## config.mk

```make
export PLATFORM = sky130hd
export DESIGN_NAME = fuseCtrlTop
export DESIGN_NICKNAME = d
export VERILOG_FILES = /design/src/fusePkg.sv /design/src/fuseCmdIntf.sv /design/src/lcPartitionLock.sv /design/src/fuseCmdIssue.sv /design/src/fuseCmdQueue.sv /design/src/fuseDai.sv /design/src/fuseCtrlTop.sv
export VERILOG_INCLUDE_DIRS = /design/src /design/src/src
export SDC_FILE = /design/constraint.sdc
export NUM_CORES = 2
export LEC_CHECK = 0
export ABC_AREA = 0
export BUFFER_PORTS_ARGS = -buffer_cell sky130_fd_sc_hd__buf_2
export CELL_PAD_IN_SITES_DETAIL_PLACEMENT = 0
export CELL_PAD_IN_SITES_GLOBAL_PLACEMENT = 1
export CORE_MARGIN = 2
export CORE_UTILIZATION = 30
export DETAILED_ROUTE_END_ITERATION = 10
export GPL_ROUTABILITY_DRIVEN = 0
export PLACE_DENSITY = 0.55
export SLEW_MARGIN = 20
export SYNTH_ARGS = -nofsm -noshare
export SYNTH_HDL_FRONTEND = slang
export SYNTH_SLANG_ARGS = --single-unit
```

## constraint.sdc

```tcl
create_clock -name clk -period 4.8 [get_ports clk]
set_input_delay 0.96 -clock clk [delete_from_list [all_inputs] [get_ports clk]]
set_output_delay 0.96 -clock clk [all_outputs]
set_load 0.03 [all_outputs]
```

## src/fuse_params.svh

```systemverilog
// Fuse controller sizing macros
// Shared by the package and every block of the fuse controller
`ifndef FUSE_PARAMS_SVH
`define FUSE_PARAMS_SVH

// Number of fuse partitions, the last one holds the life-cycle data
`define FUSE_NUM_PART 4

// Fuse words held in each partition
`define FUSE_PART_WORDS 8

// Width of one fuse word in bits
`define FUSE_WORD_W 32

// Entries in the command queue
// This is also the number of credits the issue stage starts with
`define FUSE_QUEUE_DEPTH 4

// Upper bound in cycles from escalation to the terminal engine state
`define FUSE_ESC_LATENCY 10

`endif

```

## src/fusePkg.sv

```systemverilog
// Fuse controller types
// Life-cycle encodings, command opcodes, result codes, engine states
// and the command record that moves between the pipeline stages
`include "fuse_params.svh"

package fusePkg;

  // Encoded life-cycle state as delivered by the life-cycle controller
  // Codes are spread apart so that a single flipped bit lands on an unknown value
  typedef enum logic [7:0] {
    Raw           = 8'h3c,
    TestUnlocked0 = 8'h5a,
    TestLocked0   = 8'h69,
    Dev           = 8'h96,
    Prod          = 8'ha5,
    ProdEnd       = 8'hc3,
    Rma           = 8'he1
  } lcStateE;

  // Decoded phase in life-cycle order so that phases can be compared
  typedef enum logic [2:0] {
    DecRaw,
    DecTestUnlocked0,
    DecTestLocked0,
    DecDev,
    DecProd,
    DecProdEnd,
    DecRma,
    DecScrap
  } decLcStateE;

  // Phase after which each partition becomes write-locked
  // The life-cycle partition sits at the top and is never passed
  localparam decLcStateE partPhaseTable [`FUSE_NUM_PART] = '{
    DecTestUnlocked0,
    DecDev,
    DecProd,
    DecScrap
  };

  typedef enum logic {
    OpRead,
    OpProgram
  } fuseOpE;

  // Result of a command as reported to the host
  typedef enum logic [1:0] {
    NoErr,
    AccessErr,
    BlankErr,
    FsmStateError
  } fuseErrE;

  typedef enum logic [1:0] {
    IdleSt,
    AccessSt,
    RespSt,
    ErrorSt
  } daiStateE;

  // One queued command, preErr carries a verdict already reached at issue
  typedef struct packed {
    fuseOpE                                op;
    logic [$clog2(`FUSE_NUM_PART)-1:0]   part;
    logic [$clog2(`FUSE_PART_WORDS)-1:0] addr;
    logic [`FUSE_WORD_W-1:0]             wdata;
    fuseErrE                               preErr;
  } fuseCmdT;

endpackage

```

## src/fuseCmdIntf.sv

```systemverilog
// Credit-based command link between two fuse controller stages
// The source pushes commands and the sink hands credits back
interface fuseCmdIntf
  import fusePkg::*;
();

  // Single-cycle strobe that qualifies cmd
  logic    push;
  fuseCmdT cmd;

  // One-cycle pulse for every entry the sink frees
  logic    creditReturn;

  // Sending side owns the credit counter
  modport src (
    output push,
    output cmd,
    input  creditReturn
  );

  // Receiving side
  modport dst (
    input  push,
    input  cmd,
    output creditReturn
  );

endinterface

```

## src/lcPartitionLock.sv

```systemverilog
// Life-cycle decode and partition write locks
// Turns the encoded life-cycle state into per-partition write locks
// and holds escalation until the next reset
`include "fuse_params.svh"

module lcPartitionLock
  import fusePkg::*;
(
  input  logic                      clk,
  input  logic                      rstN,
  input  lcStateE                   lcState,
  input  logic                      escalateEn,
  output logic [`FUSE_NUM_PART-1:0] writeLock,
  output logic                      escalated
);

  decLcStateE decLcState;

  // Anything outside the known codes is treated as a scrapped part
  function automatic decLcStateE decodeLcState(input lcStateE state);
    case (state)
      Raw:           return DecRaw;
      TestUnlocked0: return DecTestUnlocked0;
      TestLocked0:   return DecTestLocked0;
      Dev:           return DecDev;
      Prod:          return DecProd;
      ProdEnd:       return DecProdEnd;
      Rma:           return DecRma;
      default:       return DecScrap;
    endcase
  endfunction

  assign decLcState = decodeLcState(lcState);

  // A partition locks as soon as the device has moved past its phase
  // The life-cycle partition is never locked here
  always_ff @(posedge clk) begin
    if (!rstN) begin
      writeLock <= '0;
    end else begin
      for (int i = 0; i < `FUSE_NUM_PART - 1; i++) begin
        writeLock[i] <= decLcState > partPhaseTable[i];
      end
      writeLock[`FUSE_NUM_PART-1] <= 1'b0;
    end
  end

  // Escalation is sticky and only reset clears it
  always_ff @(posedge clk) begin
    if (!rstN) begin
      escalated <= 1'b0;
    end else if (escalateEn) begin
      escalated <= 1'b1;
    end
  end

endmodule

```

## src/fuseCmdIssue.sv

```systemverilog
// Fuse command issue stage
// Accepts host requests while credits remain, decides lock and escalation
// errors up front and pushes the command towards the queue
`include "fuse_params.svh"

module fuseCmdIssue
  import fusePkg::*;
(
  input  logic                                clk,
  input  logic                                rstN,
  input  logic                                reqValid,
  output logic                                reqReady,
  input  fuseOpE                              reqOp,
  input  logic [$clog2(`FUSE_NUM_PART)-1:0]   reqPart,
  input  logic [$clog2(`FUSE_PART_WORDS)-1:0] reqAddr,
  input  logic [`FUSE_WORD_W-1:0]             reqWdata,
  input  logic [`FUSE_NUM_PART-1:0]           writeLock,
  input  logic                                escalated,
  fuseCmdIntf.src                             cmdOut
);

  localparam int CreditW = $clog2(`FUSE_QUEUE_DEPTH + 1);

  logic [CreditW-1:0] credits;
  logic               accept;
  fuseErrE            preErr;

  // Ready only while the queue is known to have a free entry
  assign reqReady = credits != '0;
  assign accept   = reqValid && reqReady;

  // This is the single point where write locks are applied
  // Escalation wins over a lock violation
  always_comb begin
    if (escalated) begin
      preErr = FsmStateError;
    end else if (reqOp == OpProgram && writeLock[reqPart]) begin
      preErr = AccessErr;
    end else begin
      preErr = NoErr;
    end
  end

  // Spend a credit per accepted request and regain one per returned pulse
  // Both can happen in the same cycle
  always_ff @(posedge clk) begin
    if (!rstN) begin
      credits <= CreditW'(`FUSE_QUEUE_DEPTH);
    end else begin
      credits <= credits - CreditW'(accept) + CreditW'(cmdOut.creditReturn);
    end
  end

  // Push strobe lands one cycle after the handshake
  always_ff @(posedge clk) begin
    if (!rstN) begin
      cmdOut.push <= 1'b0;
    end else begin
      cmdOut.push <= accept;
    end
  end

  // Command payload is only meaningful while push is high
  always_ff @(posedge clk) begin
    if (accept) begin
      cmdOut.cmd.op     <= reqOp;
      cmdOut.cmd.part   <= reqPart;
      cmdOut.cmd.addr   <= reqAddr;
      cmdOut.cmd.wdata  <= reqWdata;
      cmdOut.cmd.preErr <= preErr;
    end
  end

endmodule

```

## src/fuseCmdQueue.sv

```systemverilog
// Fuse command queue
// FIFO between the issue stage and the access engine, forwarding one
// command at a time against the engine's single credit
`include "fuse_params.svh"

module fuseCmdQueue
  import fusePkg::*;
(
  input  logic    clk,
  input  logic    rstN,
  fuseCmdIntf.dst inQ,
  fuseCmdIntf.src outQ
);

  localparam int Depth  = `FUSE_QUEUE_DEPTH;
  localparam int PtrW   = (Depth > 1) ? $clog2(Depth) : 1;
  localparam int CountW = $clog2(Depth + 1);

  fuseCmdT           mem [Depth];
  logic [PtrW-1:0]   wrPtr;
  logic [PtrW-1:0]   rdPtr;
  logic [CountW-1:0] count;
  logic              engCredit;
  logic              headValid;
  logic              send;
  fuseCmdT           head;

  function automatic logic [PtrW-1:0] nextPtr(input logic [PtrW-1:0] ptr);
    nextPtr = (ptr == PtrW'(Depth - 1)) ? '0 : ptr + 1'b1;
  endfunction

  // An arriving command bypasses storage when the FIFO is empty
  assign headValid = (count != '0) || inQ.push;
  assign head      = (count == '0) ? inQ.cmd : mem[rdPtr];
  assign send      = headValid && engCredit;

  // Each command sent on frees one entry upstream
  assign inQ.creditReturn = send;

  // The bypass still writes and reads the same slot, so pointers stay aligned
  always_ff @(posedge clk) begin
    if (!rstN) begin
      wrPtr     <= '0;
      rdPtr     <= '0;
      count     <= '0;
      engCredit <= 1'b1;
      outQ.push <= 1'b0;
    end else begin
      if (inQ.push) begin
        wrPtr <= nextPtr(wrPtr);
      end
      if (send) begin
        rdPtr <= nextPtr(rdPtr);
      end
      count <= count + CountW'(inQ.push) - CountW'(send);
      // Engine holds at most one command so its credit is a single bit
      engCredit <= (engCredit && !send) || outQ.creditReturn;
      outQ.push <= send;
    end
  end

  // Storage and the outgoing command carry no reset
  always_ff @(posedge clk) begin
    if (inQ.push) begin
      mem[wrPtr] <= inQ.cmd;
    end
    if (send) begin
      outQ.cmd <= head;
    end
  end

endmodule

```

## src/fuseDai.sv

```systemverilog
// Fuse direct-access engine
// Executes one read or program at a time against the fuse array and
// falls into a terminal error state once escalation is seen
`include "fuse_params.svh"

module fuseDai
  import fusePkg::*;
(
  input  logic                    clk,
  input  logic                    rstN,
  fuseCmdIntf.dst                 cmdIn,
  input  logic                    escalated,
  output logic                    rspValid,
  output fuseErrE                 rspErr,
  output logic [`FUSE_WORD_W-1:0] rspData,
  output logic                    fsmError
);

  localparam int Words = `FUSE_NUM_PART * `FUSE_PART_WORDS;
  localparam int IdxW  = $clog2(Words);

  logic [`FUSE_WORD_W-1:0] fuseArray [Words];
  daiStateE                state;
  fuseCmdT                 cmdQ;
  logic [IdxW-1:0]         idx;
  logic [`FUSE_WORD_W-1:0] curWord;
  fuseErrE                 accessErr;
  logic [`FUSE_WORD_W-1:0] accessData;
  logic                    progOk;
  logic                    rspFire;
  fuseErrE                 rspErrNext;
  logic [`FUSE_WORD_W-1:0] rspDataNext;

  // Partition selects the upper index bits, word address the lower
  assign idx     = {cmdQ.part, cmdQ.addr};
  assign curWord = fuseArray[idx];

  // Outcome of the command held in AccessSt
  // A word that is no longer zero has been programmed and cannot be again
  always_comb begin
    if (escalated) begin
      accessErr = FsmStateError;
    end else if (cmdQ.preErr != NoErr) begin
      accessErr = cmdQ.preErr;
    end else if (cmdQ.op == OpProgram && curWord != '0) begin
      accessErr = BlankErr;
    end else begin
      accessErr = NoErr;
    end
  end

  // Only a clean read returns data
  assign accessData = (accessErr == NoErr && cmdQ.op == OpRead) ? curWord : '0;
  assign progOk     = (state == AccessSt) && (accessErr == NoErr) && (cmdQ.op == OpProgram);

  // Normal responses come out of AccessSt
  // Once escalated, every popped command is answered straight away with an error
  assign rspFire     = (state == AccessSt) ||
                       (cmdIn.push && (state == ErrorSt || (state == IdleSt && escalated)));
  assign rspErrNext  = (state == AccessSt) ? accessErr : FsmStateError;
  assign rspDataNext = (state == AccessSt) ? accessData : '0;

  assign fsmError = state == ErrorSt;

  // Engine is free again once it answers, which hands the credit back
  assign cmdIn.creditReturn = rspValid;

  always_ff @(posedge clk) begin
    if (!rstN) begin
      state    <= IdleSt;
      rspValid <= 1'b0;
    end else begin
      rspValid <= rspFire;
      case (state)
        IdleSt: begin
          if (escalated) begin
            state <= ErrorSt;
          end else if (cmdIn.push) begin
            state <= AccessSt;
          end
        end
        AccessSt: state <= RespSt;
        RespSt:   state <= escalated ? ErrorSt : IdleSt;
        // Terminal until reset
        default:  state <= ErrorSt;
      endcase
    end
  end

  // Command and response payload registers
  always_ff @(posedge clk) begin
    if (state == IdleSt && cmdIn.push) begin
      cmdQ <= cmdIn.cmd;
    end
    if (rspFire) begin
      rspErr  <= rspErrNext;
      rspData <= rspDataNext;
    end
  end

  // Fuse array starts blank and each word takes one program only
  always_ff @(posedge clk) begin
    if (!rstN) begin
      for (int i = 0; i < Words; i++) begin
        fuseArray[i] <= '0;
      end
    end else if (progOk) begin
      fuseArray[idx] <= cmdQ.wdata;
    end
  end

endmodule

```

## src/fuseCtrlTop.sv

```systemverilog
// Fuse controller top level
// Connects life-cycle locking, command issue, the command queue and the
// access engine to plain host request and response ports
`include "fuse_params.svh"

module fuseCtrlTop
  import fusePkg::*;
(
  input  logic                                clk,
  input  logic                                rstN,
  input  lcStateE                             lcState,
  input  logic                                escalateEn,
  input  logic                                reqValid,
  output logic                                reqReady,
  input  fuseOpE                              reqOp,
  input  logic [$clog2(`FUSE_NUM_PART)-1:0]   reqPart,
  input  logic [$clog2(`FUSE_PART_WORDS)-1:0] reqAddr,
  input  logic [`FUSE_WORD_W-1:0]             reqWdata,
  output logic                                rspValid,
  output fuseErrE                             rspErr,
  output logic [`FUSE_WORD_W-1:0]             rspData,
  output logic                                fsmError
);

  logic [`FUSE_NUM_PART-1:0] writeLock;
  logic                      escalated;

  // Issue to queue, then queue to engine
  fuseCmdIntf issueQ ();
  fuseCmdIntf queueDai ();

  lcPartitionLock lcLock (
    .clk        (clk),
    .rstN       (rstN),
    .lcState    (lcState),
    .escalateEn (escalateEn),
    .writeLock  (writeLock),
    .escalated  (escalated)
  );

  fuseCmdIssue cmdIssue (
    .clk       (clk),
    .rstN      (rstN),
    .reqValid  (reqValid),
    .reqReady  (reqReady),
    .reqOp     (reqOp),
    .reqPart   (reqPart),
    .reqAddr   (reqAddr),
    .reqWdata  (reqWdata),
    .writeLock (writeLock),
    .escalated (escalated),
    .cmdOut    (issueQ.src)
  );

  fuseCmdQueue cmdQueue (
    .clk  (clk),
    .rstN (rstN),
    .inQ  (issueQ.dst),
    .outQ (queueDai.src)
  );

  fuseDai dai (
    .clk       (clk),
    .rstN      (rstN),
    .cmdIn     (queueDai.dst),
    .escalated (escalated),
    .rspValid  (rspValid),
    .rspErr    (rspErr),
    .rspData   (rspData),
    .fsmError  (fsmError)
  );

endmodule

```

==> results by group <==
Floorplan
  – Row Count: 160
  – Area of the core: around 190000 um^2
  – Starting Density: 30.1%
  – IO Pins: 87
  – Die X-Extent: around 440 um
  – Die H: 440 um
  – Die Area: just under 200000 um^2

Synth
  – FFs w/ async S/R, synth: 0%
  – Share of the synthesized area in the top cell type: around 70%
  – Sequential area share after synthesis: between 70% and 80%
  – FF+latch count, synth: roughly 1400
  – Synth cell types: 44
  – Mean post-synth cell area: about 14 um^2
  – YS warnings: 0
  – Syn nets: between 4000 and 5000
  – Mapped Area: roughly 57000 um^2
  – Cell taking the most area after synthesis: edfxtp_1
  – Ranking of synthesized cells by area: edfxtp_1 70%, mux2i_1 9.0%, nor2_1 7.3%
  – EDFF count, synth: 1338
  – Synthesized instance count: 4193
  – Top_reg_cell synth: edfxtp_1

STA
  – Unrepaired setup endpoints after global routing: false
  – Worst-margin pin slew: approximately 1.2 ns
  – Final WS setup: 0.488 ns
  – Setup violators final: 0
  – Slew HR: ~23%
  – Final hold violation count: 0
  – Sum Neg Setup Slack: 0 ns
  – Fin crit period: 4.31 ns
  – Skew final: 0.0278 ns
  – Tcrit/Tclk final: approximately 90%
  – Slew Viols, Final: 0
  – Fmax: ~230 MHz

GRT
  – Largest net degree at the start of global routing: 64
  – Vias in the first global route: between 30000 and 40000
  – Gr usage total: a little under a fifth
  – Initial antenna violation count: 4
  – Remaining Overflow, GRT: 0
  – First-pass GRT wire length: about 250000 um

Detailed routing
  – DRC viols: 0
  – Wirelength per Cell: between 20 and 30 um
  – Routed Wire Length: about 180000 um
  – Routed Antenna Nets: 0
  – Vias per inst: 4.89
  – 1st-iter DRT viols: 2915
  – Drt first pass iters: 5
  – Routed vias: around 34000

Placed design
  – # port buffers: 86
  – Worst slack at placement: 0.499 ns
  – Detailed placement HPWL: approximately 110000 um

Critical path
  – Most used cell, CP: buf_4
  – Crit-path max cell delay: approximately 0.56 ns
  – CP required: ~5.3 ns
  – Setup CP Type: register to register
  – Worst EP arrival: approximately 4.8 ns
  – Critical path startpoint category: register
  – Crit path max fanout: 33
  – CP max-delay cell: dfxtp_4
  – CP endpoint kind: register
  – Crit-path cells: buf_12 -> buf_4 -> buf_4 -> mux2i_1 -> a22oi_1 -> nand2_1 -> o22ai_1 -> nor2_1 -> nand4_1 -> nor4_4 -> buf_12 -> nand3_1 -> nand2_1 -> buf_4

Final layout
  – Reg area: around 40000 um^2
  – Nets: approximately 4400
  – Area delta synth->final: 16.2%
  – FILL cells: ~18000
  – Fraction of layout cells with a size suffix above 1: approximately 14%
  – Multi-input logic area: between 10000 and 15000 um^2

Clocking
  – H-Tree Depth: 4
  – Number of clock sinks: 1365
  – Hold Buf Count CTS: 0
  – Worst-Skew Late Latency: a little under 0.8 ns
  – Clock tree buffer depth: 3
  – Reg clk slew, reported paths: ~0.060 ns
  – Post-CTS Resized: 0
  – Total CTS buffers: ~150
  – CTS tree: yes
  – Post-CTS setup buffers: 0
  – Clk root buf: clkbuf_16

Worst hold path
  – Worst hold start: reqWdata[3]
  – Hold Crit Class: input port to register

Pwr
  – Power density cells: 519 nW/um^2
  – P_leak: between 20 and 30 nW
  – Peak VDD IR: between 300 and 400 uV

Job
  – Max-cap violations: 0

Status
  – Outcome: complete, no violations
[synthesized netlist by cell type, types with 4 or more instances]
cell and instances:
edfxtp_1 1338, nor2_1 1105, mux2i_1 514, nand2_1 288, a22oi_1 256, clkbuf_1 228, buf_2 112, o22ai_1 65
inv_1 44, mux4_2 40, nor3_1 37, dfxtp_1 27, nand3_2 20, buf_1 16, nand3_1 14, and2_1 10
nand2b_1 10, ha_1 9, nand4_1 8, a21oi_1 5, mux2_2 5, nand3b_1 5, buf_4 4, nor2b_1 4
or3_1 4
[report_power, final]
group          switching, mW  internal (mW)  total, mW
logic                   6.16           2.90       9.06
clock network           4.84           6.13       11.0
registers              0.372           14.1       14.4
total                   11.4           23.1       34.5
[placed cells by master (no fill, tap or decap), types with 4 or more instances in the layout]
| cell | count |
|---|---|
| nand2b_1 | 9 |
| a21oi_1 | 5 |
| clkbuf_1 | 39 |
| clkinv_2 | 17 |
| buf_2 | 86 |
| nor3_1 | 36 |
| buf_12 | 61 |
| inv_6 | 5 |
| clkbuf_16 | 151 |
| and2_1 | 4 |
| nor2_1 | 1104 |
| and2_2 | 5 |
| edfxtp_1 | 1338 |
| inv_1 | 43 |
| clkinv_1 | 36 |
| nand3b_1 | 5 |
| nand3_2 | 28 |
| mux2_2 | 5 |
| nand4_1 | 8 |
| ha_1 | 9 |
| inv_16 | 9 |
| buf_4 | 163 |
| bufinv_16 | 5 |
| o22ai_1 | 65 |
| mux4_2 | 40 |
| mux2i_1 | 514 |
| or3_1 | 4 |
| nand2_2 | 23 |
| a22oi_1 | 256 |
| dfxtp_1 | 24 |
| nand2_1 | 265 |
| nand3_1 | 6 |
[registers in the layout (all words and copies together) (netlist names), named ones only]
name	cells
cmdIssue.cmdOut.cmd	40
cmdIssue.cmdOut.push	1
cmdIssue.credits	3
cmdQueue.count	3
cmdQueue.engCredit	1
cmdQueue.mem	160
cmdQueue.outQ.cmd	40
cmdQueue.outQ.push	1
cmdQueue.rdPtr	2
cmdQueue.wrPtr	2
dai.cmdIn.creditReturn	1
dai.cmdQ	40
dai.fuseArray	1024
dai.rspData	32
dai.rspErr	2
dai.state	2
lcLock.escalated	1
lcLock.writeLock	3
[worst paths after layout]
kind                                 end  slack [ns]  depth (start not counted)
setup reg to reg   dai.fuseArray[18][28]        0.49                         14
hold reg to reg              dai.cmdQ[9]        0.40                          0
setup / recovery   dai.fuseArray[18][28]        0.49                         14
hold / removal    cmdIssue.cmdOut.cmd[5]        0.34                          1
[cell families (layout without fill, tap and decap cells)]
| group | after synthesis | after routing | synth area share [%] |
|---|---|---|---|
| multiplexers | 559 | 559 | 10.7 |
| AO/OA/AOI/OAI | 333 | 333 | 4.21 |
| flip-flops | 1365 | 1365 | 71.3 |
| XOR/XNOR | 4 | 4 | 0.0613 |
| AND/OR/NAND/NOR | 1517 | 1517 | 10.6 |
| other | 0 | 3 | 0 |
| adder cells (fa/ha/maj) | 11 | 11 | 0.267 |
| buffers and inverters | 404 | 619 | 2.93 |
[critical path, delay by kind of cell (launching register included)]
kind,cells,cell delay (ns)
AND/OR/NAND/NOR,6,1.49
multiplexers,1,0.19
buffers and inverters,5,1.46
AO/OA/AOI/OAI,2,0.19
flip-flops,1,0.56
[through the flow]
stage,utilization [%],power [mW],instance area (um^2),hold slack (ns),cells
global route,35.0,35.8,66400,0.293,6919
detailed placement,32.6,23.9,61800,0.405,6654
finish,35.0,34.5,66400,0.340,6922
floorplan,-,19.5,57100,0.400,4193
global placement,32.6,23.9,61800,0.401,6654
CTS,35.0,34.9,66400,0.278,6919
[area by class of cell]
type / count / share of cell area (%)
well taps: 2511 / 4.73
inverters: 44 / 0.249
multi-input cells: 2424 / 22.5
flip-flops and latches: 1365 / 61.3
diodes: 3 / 0.0113
clock inverters: 73 / 0.912
clock buffers: 192 / 5.95
repair buffers: 310 / 4.33
[per-layer routing]
metal / track usage (%) / vias up / share of wire, %
li1: - / 15400 / -
met1: 25.4 / 17500 / 46
met2: 28.9 / 826 / 47
met3: 2.62 / 233 / 4.6
met4: 4.97 / 4 / 2.5
met5: 0 / - / 0.014
Power figures use the tool's default switching activity.
